[src/include/video_defs.svh]
// sizes and register map shared by the video RTL and its testbench
// the wishbone bus is word addressed, one byte per word
// beam coordinates are 8 bits and wrap at 256
`ifndef VIDEO_DEFS_SVH
`define VIDEO_DEFS_SVH

// beam position and bus data widths
`define VID_POS_W       8
`define VID_DAT_W       8

// all layer colours are 4 bits
`define VID_COLOR_W     4

// background map ram, 64x32 cells, two screen halves per word
`define VID_BG_AW       11
// overlay map ram, 32x32 tiles
`define VID_OV_AW       10

// wishbone word address and register map
`define VID_ADR_W       13
`define VID_OV_BASE     13'h1000
`define VID_REG_HSCROLL 13'h1400
`define VID_REG_VSCROLL 13'h1401

`endif
[src/source/video_pkg.sv]
// payload types carried between the layers and the mixer
// colour width comes from the shared defines header
`include "video_defs.svh"

package video_pkg;

    // one 4-bit colour, used on its own for a background nibble lane
    typedef logic [`VID_COLOR_W-1:0] colour_t;

    // background map word
    // top half of the screen in the low nibble, bottom half in the high one
    typedef struct packed {
        colour_t bottom;
        colour_t top;
    } bg_word_t;

    // overlay tile attributes, one solid colour per 8x8 tile
    typedef struct packed {
        logic       opaque;
        logic       prio;
        logic [1:0] spare;
        colour_t    color;
    } ov_tile_t;

    // palette index, layer bit set when the overlay won the pixel
    typedef struct packed {
        logic    layer;
        colour_t color;
    } pal_index_t;

endpackage

[src/source/layer_mixer.sv]
// picks overlay or background for each pixel
// overlay needs the opaque flag, then priority or a zero background
// output is a registered palette index, layer bit set for the overlay
`timescale 1ns/1ps

module layer_mixer import video_pkg::*; (
    input  logic       clk,
    input  logic       rst_n,
    input  logic       pxl_cen,
    input  colour_t    bg_color,
    input  ov_tile_t   ov_tile,
    output pal_index_t pix_color
);

    logic ov_wins;

    // colour 0 in the background counts as transparent for the overlay test
    assign ov_wins = ov_tile.opaque && (ov_tile.prio || bg_color == '0);

    always_ff @(posedge clk or negedge rst_n) begin
        if (!rst_n) begin
            pix_color <= '0;
        end else if (pxl_cen) begin
            if (ov_wins) begin
                pix_color.layer <= 1'b1;
                pix_color.color <= ov_tile.color;
            end else begin
                // background also covers a transparent overlay
                pix_color.layer <= 1'b0;
                pix_color.color <= bg_color;
            end
        end
    end

endmodule

[config.mk]
export PLATFORM = sky130hd
export DESIGN_NAME = layer_mixer
export DESIGN_NICKNAME = d
export VERILOG_FILES = /design/src/source/video_pkg.sv /design/src/source/layer_mixer.sv
export VERILOG_INCLUDE_DIRS = /design/src /design/src/include
export SDC_FILE = /design/constraint.sdc
export NUM_CORES = 1
export LEC_CHECK = 0
export BUFFER_PORTS_ARGS = -buffer_cell sky130_fd_sc_hd__buf_2
export CORE_AREA = 2 2 39 41
export DETAILED_ROUTE_END_ITERATION = 7
export DIE_AREA = 0 0 41 43
export HOLD_SLACK_MARGIN = 0.03
export PLACE_DENSITY_LB_ADDON = 0.12
export SYNTH_ARGS = -nofsm -noshare
export SYNTH_HDL_FRONTEND = slang
export SYNTH_SLANG_ARGS = --single-unit
[constraint.sdc]
create_clock -name clk -period 1 [get_ports clk]
set_clock_uncertainty 0.1 [all_clocks]
set_input_delay 0.1 -clock clk [delete_from_list [all_inputs] [get_ports clk]]
set_output_delay 0.1 -clock clk [all_outputs]
set_load 0.01 [all_outputs]
==> impl_results.md <==
- Post-cts resize count: 0
- Mapped Area: 255 um2
- Gpl congestion: 0.700
- Register bit total from synthesis: 5
- Max reg flops: 5
- Ant. Diodes: 0
- Initial Util: 0.184
- Synth cell types: 9
- Pwr dens: 1450 nW/um2
- Num ports: 20
- Max incr delay on CP: 0.37 ns
- Detailed-route DRC error count: 0
- CP Capture Type: primary output
- Final instance area: 400 um2
- # hold bufs at CTS: 1
- Fmax achieved: 1050 MHz
- Worst EP required: 0.80 ns
- Max-Cap Viols: 0
- Via/cell ratio: 4.31
- CORE AREA: 1380 um2
- Met1 usage: 0.117
- Yosys warning count: 0
- Global-route met2 utilization: 0.128
- Ordered cell list for the critical path: buf_2
- Sinks on the clock net: 5
- Largest reg by FF count: pix_color
- Leakage power: 0.187 nW
- Commonest cells after routing, fill and taps aside: buf_2, o211ai_1, nand2_1, dfrtp_1
- Clock-pin slew on the worst setup and hold paths: 0.04 ns
- Arrival @ worst endpoint: 0.75 ns
- DP HPWL: 555 um
- Max Slew Vio Count: 0
- TritonCTS clock tree: done
- Top flop regs: pix_color (5)
- WS Path Type: reg2out
- Peak VDD IR: 0.351 mV
- DR WL/cell: 10.3 um
- First-pass GRT wire length: 1.10 mm
- # port buffers: 17
- Number of DRC markers in iteration 0: 13
- Status: finished, final reports clean
- Worst Setup Slack post-DPL: -0.0982 ns
- Leading cell type in the layout, fill and taps excluded: buf_2
- Die area: 1760 um2
- HP Class: in2reg
- Vias in the first global route: 299
- Syn-to-layout area delta: 56.9%
- Relative slew slack: 0.786
- Worst-Margin Slew: 0.319 ns
- Routed vias: 280
- Hold Crit Start: bg_color[2]
- Die Y: 43 um
- Critical Path Slowest Stage Cell: dfrtp_1
- Core Rows: 14
- H-tree levels: 1
- Min Tclk post-route: 0.950 ns
- CTS Buffer Depth: 2
- Initial antenna violation count: 0
- Critical path origin: pix_color[0]
- Crit-path max FO: 2
- Drt total wl: 668 um
- Post-CTS Setup Repair Bufs: 0
- Clock Latency Late Sink: 0.24 ns
- Post-synthesis sequential area ratio: 0.490
- Drt first pass iters: 4
- Grt total ovfl: 0
- Share of layout cells above drive strength 1: 0.449
- Top Usage Layer GRT: met2
- Crit path launch type: flip-flop
- CTS root buf: clkbuf_4
- Antenna Nets Post-Route: 0
- Worst r2r src: pix_color[3]
- Synthesized net count: 42
- Syn Inst Count: 27
- Total track usage: 0.0958
- Nets: 65
- Fin crit share: 0.950
- RSZ-0062 raised after global routing: false
- WP buf/inv: 1
- Largest net degree at the start of global routing: 11
- Met3 GRT Util: 0.0157
- Num CTS Buffers: 3
- Finish-stage setup viols: 0
- Final Hold Viols: 0
- Area post-placement: 364 um2
- Average size of a mapped cell: 9.45 um2
- Die Span X: 41 um
- Post-layout worst setup margin: 0.0496 ns
- Top delay family on crit path: flip-flops
==> layout make-up <==
class	instances	area, um2
inverter	1	3.75
tap	16	20.0
multi-input combinational	20	123
fill	160	983
clock buffer	4	26.3
timing repair buffer	19	103
sequential	5	125
==> report_power, final <==
part | leakage [nW] | total, mW | switching [mW] | internal (mW)
Sequential | 0.0581 | 0.234 | 0.00962 | 0.224
Clock | 0.0150 | 0.231 | 0.0801 | 0.151
Combinational | 0.114 | 0.117 | 0.0634 | 0.0540
Total | 0.187 | 0.582 | 0.153 | 0.429
==> per-layer routing <==
layer | vias up | routed length, um | part of all wire
met5 | - | 0 | 0
met4 | 0 | 0 | 0
met3 | 0 | 80 | 0.12
met2 | 14 | 300 | 0.45
met1 | 121 | 287 | 0.43
li1 | 145 | - | -
==> cells by family after synthesis <==
logic type | synth area share
compound gates | 0.265
flops | 0.490
simple gates | 0.216
buf+inv | 0.0294
==> synth_stat cells <==
library cell / count / share of area
a31oi_1: 4 / 0.098
clkbuf_1: 1 / 0.015
dfrtp_1: 5 / 0.49
inv_1: 1 / 0.015
nand2_1: 5 / 0.074
nor2_1: 4 / 0.059
nor4_4: 1 / 0.083
o211ai_1: 5 / 0.15
o21ai_0: 1 / 0.020
==> metrics by stage <==
step	hold slack, ns	total power [mW]	cells	TNS (ns)	util
detailed placement	-0.181	0.353	60	-0.354	0.263
CTS	0.0489	0.594	65	0	0.289
finish	0.0561	0.582	65	0	0.289
global route	0.0668	0.627	65	0	0.289
global placement	-0.183	0.350	60	-0.246	0.263
floorplan	-0.296	0.284	27	0	-
==> worst paths after layout <==
kind                            slack [ns]  cells past startpoint           end
worst min register to register        0.42                      2  pix_color[4]
worst max-delay path                  0.05                      1  pix_color[0]
max in group asynchronous             0.57                      2  pix_color[0]
min in group asynchronous             0.10                      2  pix_color[1]
worst min-delay path                  0.06                      3  pix_color[2]
worst max register to register        0.24                      2  pix_color[3]
(Power assumes the default switching activity.)
