$ cat src/include/video_defs.svh
// sizes and register map shared by the video RTL and its testbench
// the wishbone bus is word addressed, one byte per word
// beam coordinates are 8 bits and wrap at 256
`ifndef VIDEO_DEFS_SVH
`define VIDEO_DEFS_SVH

// beam position and bus data widths
`define VID_POS_W       8
`define VID_DAT_W       8

// all layer colours are 4 bits
`define VID_COLOR_W     4

// background map ram, 64x32 cells, two screen halves per word
`define VID_BG_AW       11
// overlay map ram, 32x32 tiles
`define VID_OV_AW       10

// wishbone word address and register map
`define VID_ADR_W       13
`define VID_OV_BASE     13'h1000
`define VID_REG_HSCROLL 13'h1400
`define VID_REG_VSCROLL 13'h1401

`endif
$ cat src/source/bus_pkg.sv
// wishbone decode types for the video register map
// region boundaries are listed with the defines in the shared header
`include "video_defs.svh"

package bus_pkg;

    // which target a bus address falls into
    typedef enum logic [1:0] {
        BG_RAM,
        OV_RAM,
        SCROLL_REG,
        UNMAPPED
    } wb_region_t;

    // result of the address decode
    // nib and word only mean something for the map rams
    typedef struct packed {
        wb_region_t            region;
        logic                  nib;
        logic [`VID_BG_AW-1:0] word;
    } wb_decode_t;

endpackage

$ cat src/source/wb_video_port.sv
// wishbone classic slave for the video layers
// ack comes one cycle after cyc and stb and lasts one cycle
// ram writes and scroll updates land on the edge that raises ack
// ram reads return zero, unmapped writes are acked and dropped
`timescale 1ns/1ps
`include "video_defs.svh"

module wb_video_port import bus_pkg::*; (
    input  logic                  clk,
    input  logic                  rst_n,
    input  logic                  wb_cyc,
    input  logic                  wb_stb,
    input  logic                  wb_we,
    input  logic [`VID_ADR_W-1:0] wb_adr,
    input  logic [`VID_DAT_W-1:0] wb_dat_w,
    output logic                  wb_ack,
    output logic [`VID_DAT_W-1:0] wb_dat_r,
    output logic                  bg_we,
    output logic                  bg_nib,
    output logic                  ov_we,
    output logic [`VID_BG_AW-1:0] waddr,
    output logic [`VID_DAT_W-1:0] wdata,
    output logic [`VID_POS_W-1:0] hscroll,
    output logic [`VID_POS_W-1:0] vscroll
);

    wb_decode_t dec;
    logic       wr_cycle;

    // address decode, bg ram owns everything below 0x1000
    always_comb begin
        dec.nib  = wb_adr[`VID_BG_AW];
        dec.word = wb_adr[`VID_BG_AW-1:0];
        if (!wb_adr[`VID_ADR_W-1]) begin
            dec.region = BG_RAM;
        end else if (wb_adr[`VID_ADR_W-1:`VID_OV_AW] ==
                     3'(`VID_OV_BASE >> `VID_OV_AW)) begin
            dec.region = OV_RAM;
        end else if (wb_adr == `VID_REG_HSCROLL || wb_adr == `VID_REG_VSCROLL) begin
            dec.region = SCROLL_REG;
        end else begin
            dec.region = UNMAPPED;
        end
    end

    // a write is live only in the cycle before ack goes high
    assign wr_cycle = wb_cyc && wb_stb && wb_we && !wb_ack;

    // strobes to the layers, the ram samples them on the ack edge
    assign bg_we  = wr_cycle && (dec.region == BG_RAM);
    assign ov_we  = wr_cycle && (dec.region == OV_RAM);
    assign bg_nib = dec.nib;
    assign waddr  = dec.word;
    assign wdata  = wb_dat_w;

    // ack toggles off after each beat, so a held stb acks every second cycle
    always_ff @(posedge clk or negedge rst_n) begin
        if (!rst_n) begin
            wb_ack <= 1'b0;
        end else begin
            wb_ack <= wb_cyc && wb_stb && !wb_ack;
        end
    end

    always_ff @(posedge clk or negedge rst_n) begin
        if (!rst_n) begin
            hscroll <= '0;
            vscroll <= '0;
        end else if (wr_cycle && dec.region == SCROLL_REG) begin
            if (wb_adr == `VID_REG_VSCROLL) begin
                vscroll <= wb_dat_w;
            end else begin
                hscroll <= wb_dat_w;
            end
        end
    end

    // only the scroll registers read back
    always_comb begin
        wb_dat_r = '0;
        if (dec.region == SCROLL_REG) begin
            wb_dat_r = (wb_adr == `VID_REG_VSCROLL) ? vscroll : hscroll;
        end
    end

endmodule

$ cat config.mk
export PLATFORM = sky130hd
export DESIGN_NAME = wb_video_port
export DESIGN_NICKNAME = d
export VERILOG_FILES = /design/src/source/bus_pkg.sv /design/src/source/wb_video_port.sv
export VERILOG_INCLUDE_DIRS = /design/src /design/src/include
export SDC_FILE = /design/constraint.sdc
export NUM_CORES = 1
export LEC_CHECK = 0
export ABC_AREA = 1
export BUFFER_PORTS_ARGS = -buffer_cell sky130_fd_sc_hd__buf_4
export CELL_PAD_IN_SITES_DETAIL_PLACEMENT = 0
export CELL_PAD_IN_SITES_GLOBAL_PLACEMENT = 1
export CORE_MARGIN = 10
export CORE_UTILIZATION = 29
export DETAILED_ROUTE_END_ITERATION = 12
export PLACE_DENSITY = 0.9
export SYNTH_ARGS = -nofsm -noshare
export SYNTH_HDL_FRONTEND = slang
export SYNTH_SLANG_ARGS = --single-unit
$ cat constraint.sdc
create_clock -name clk -period 1.4 [get_ports clk]
set_input_delay 0.14 -clock clk [delete_from_list [all_inputs] [get_ports clk]]
set_output_delay 0.14 -clock clk [all_outputs]
set_load 0.005 [all_outputs]
==> summary.md <==
| Metric | Value |
|---|---|
| Clock transition at path regs | `0.07 ns` |
| Design area | `1810 um^2` |
| Total core area | `4090 um^2` |
| Multi-input gate area | `596 um^2` |
| WL met3 | `310 um` |
| Max VDD drop | `0.359 mV` |
| Commonest non-fill, non-tap cell in the layout | `buf_4` |
| Top cells by area, synth | `dfrtp_1, buf_4, nand2_1` |
| Setup Skew | `0.00638 ns` |
| Async SR Flop Fraction | `100%` |
| Reg2reg end | `hscroll[5]` |
| Port bufs | `72` |
| Routed WL | `3810 um` |
| Gpl congestion | `0.735` |
| Flop pwr share | `46.2%` |
| Flops & latches, synth | `17` |
| Setup_tns | `0 ns` |
| Share of cells above drive strength 1 | `48.4%` |
| Remaining DRCs | `0` |
| Initial drt markers | `58` |
| Die area | `7350 um^2` |
| Vias in the first global route | `1,248` |
| GRT overflow | `0` |
| Post-Syn Instances | `160` |
| Crit share post-route | `93.8%` |
| PwrDens | `592 nW/um^2` |
| Register area | `425 um^2` |
| Internal power | `0.000794 W` |
| Worst hold path depth | `3` |
| Gate power share | `19.0%` |
| Antenna-violating nets left | `0` |
| Worst setup EP type | `primary output` |
| Clock share of power | `34.8%` |
| Initial antenna violation count | `0` |
| Setup ws final | `0.0866 ns` |
| Cell variety after synth | `20` |
| Synthesized cell area | `1250 um^2` |
| Final Hold Fails | `0` |
| Synth top area share | `34.0%` |
| Outcome | `finished clean` |
| Final nets | `248` |
| Placed inst area | `1690 um^2` |
| Largest net degree at the start of global routing | `18` |
| Die Wd | `85.7 um` |
| Via/cell ratio | `4.34` |
| Worst Tran Pin Value | `0.481 ns` |
| Pre-CTS setup slack | `0.0220 ns` |
| Met2 Wirelength | `1920 um` |
| Post-DR wirelength/cell | `14.1 um` |
| Hpwl dp | `3100 um` |
| Number of synthesized flops with an enable pin | `0` |
| Register area share after synthesis | `34.0%` |
| Required @ worst endpoint | `1.26 ns` |
| Reg2reg path depth | `5` |
| Final Util | `44.3%` |
| Crit path DAT | `1.17 ns` |
| Tmin final | `1.31 ns` |
| Synth warn | `0` |
| DRT Pass-1 Iters | `4` |
| Wl on met1 | `1550 um` |
| Global-route wire length before repair | `6070 um` |
| Hold endpoint | `wb_ack` |
| IO Count | `73` |
| Die Y | `85.7 um` |
| Filler cell count | `426` |
| Area Growth Syn to Fin | `44.5%` |
| Slew Limit Fails | `0` |
| Clock Latency Late Sink | `0.25 ns` |
| Net Count, Synth | `186` |
| Vias | `1,177` |
| P_sw | `0.000277 W` |
| Worst Hold Class | `input pin to register` |
| Primary FF master, synth | `dfrtp_1` |
| Clock Tree Root | `clkbuf_8` |
| DR top layer | `met4` |
| Clock Sinks | `17` |
| H-Tree Level Count | `1` |
| CTS max path bufs | `2` |
| HP Start | `wb_stb` |
| Max frequency | `0.761 GHz` |
| Initial Utilization | `30.6%` |
| CP Class | `register to primary output` |
| Mean Syn Cell Area | `7.83 um^2` |
| Reg-to-Reg Start | `wb_ack` |
| Final setup violation count | `0` |
| Sw frac | `25.9%` |
| Reg2reg setup slack | `0.17 ns` |
| Cts bufs inserted | `3` |
| RSZ-0062 raised after global routing | `no` |
| Crit Path Max Fanout | `3` |
| CP Launch Type | `register` |
| Slew Limit Headroom | `67.6%` |
| Antenna cells | `0` |
| Synth area leader | `dfrtp_1` |
| Max Cap Violations | `0` |
| CTS tree | `done` |
| FP Rows | `23` |
| Total GRT Usage | `9.88%` |
| Most frequent cells in the layout | `buf_4, nand2_1, nor2_1` |
| LEAKAGE | `1.04 nW` |
## layer usage
| layer | up-vias | track usage, % |
|---|---|---|
| met4 | 0 | 3.14 |
| met3 | 2 | 3.12 |
| met1 | 523 | 10.8 |
| met2 | 33 | 17.6 |
| li1 | 619 | - |
| met5 | - | 0 |
## metrics by stage
step,instances,power (W),hold WS [ns]
final,271,0.00107,0.107
after global routing,271,0.00112,0.113
after floorplan,160,0.000599,-0.156
after CTS,266,0.00107,0.110
after detailed placement,261,0.000701,0.0188
after global placement,261,0.000699,0.0149
## critical path: stages (launching register included)
cell,delay (ns)
dfrtp_1,0.42
nor2_4,0.12
inv_1,0.05
nor4_1,0.17
buf_4,0.16
## Yosys cell counts, types with 2 or more instances
master,number
nand2_1,35
nor2_1,23
buf_4,20
inv_1,18
dfrtp_1,17
nand4_1,9
o211ai_1,8
o21ai_2,8
nor2_2,5
nor2_4,4
buf_6,2
nand3_1,2
nand3_2,2
## flip-flops by register name, summed over array words and instances, names as in the netlist
name	count
hscroll	8
vscroll	8
wb_ack	1
## timing repair
| item | CTS | global route |
|---|---|---|
| gates resized for setup | 1 | 2 |
| cloned | 0 | 0 |
| pin swaps | 1 | 4 |
| setup endpoints to repair | 1 | 9 |
| hold buffers | 1 | 0 |
| setup buffers | 0 | 5 |
| endpoints found under the hold margin | 17 | 0 |
## cell families (layout without fill, tap and decap cells)
logic type             count (synthesis)  after routing  share of synthesized area, %
AOI/OAI and AO/OA                     17             17                          10.8
buffers and inverters                 41            102                          19.5
DFF                                   17             17                          34.0
and+or+nand+nor                       85             85                          35.8
## area by class of cell
| type | instances | area share, % |
|---|---|---|
| timing repair buffer | 79 | 33.6 |
| multi-input combinational | 102 | 32.9 |
| sequential | 17 | 23.5 |
| inverter | 19 | 3.94 |
| tap | 50 | 3.46 |
| clock buffer | 3 | 2.28 |
| clock inverter | 1 | 0.277 |
## power groups by stage
stage	combinational [W]	clock, W	sequential [W]
floorplan	0.0000947	0	0.000504
global placement	0.000195	0	0.000504
detailed placement	0.000198	0	0.000504
CTS	0.000201	0.000376	0.000495
global route	0.000227	0.000398	0.000495
finish	0.000203	0.000373	0.000495
## worst max-delay path by stage
stage | from | endpoint | slack [ns] | cells past startpoint
5_1_grt | wb_adr[11] | wb_dat_r[3] | 0.006 | 8
3_3_place_gp | wb_adr[11] | wb_dat_r[3] | 0.04 | 8
4_1_cts | wb_ack | ov_we | 0.005 | 4
2_1_floorplan | wb_ack | hscroll[0] | 0.25 | 5
6_report | wb_ack | ov_we | 0.09 | 4
3_5_place_dp | wb_adr[3] | wb_dat_r[7] | 0.02 | 7
Note: power is estimated with default switching activity, not from simulation.
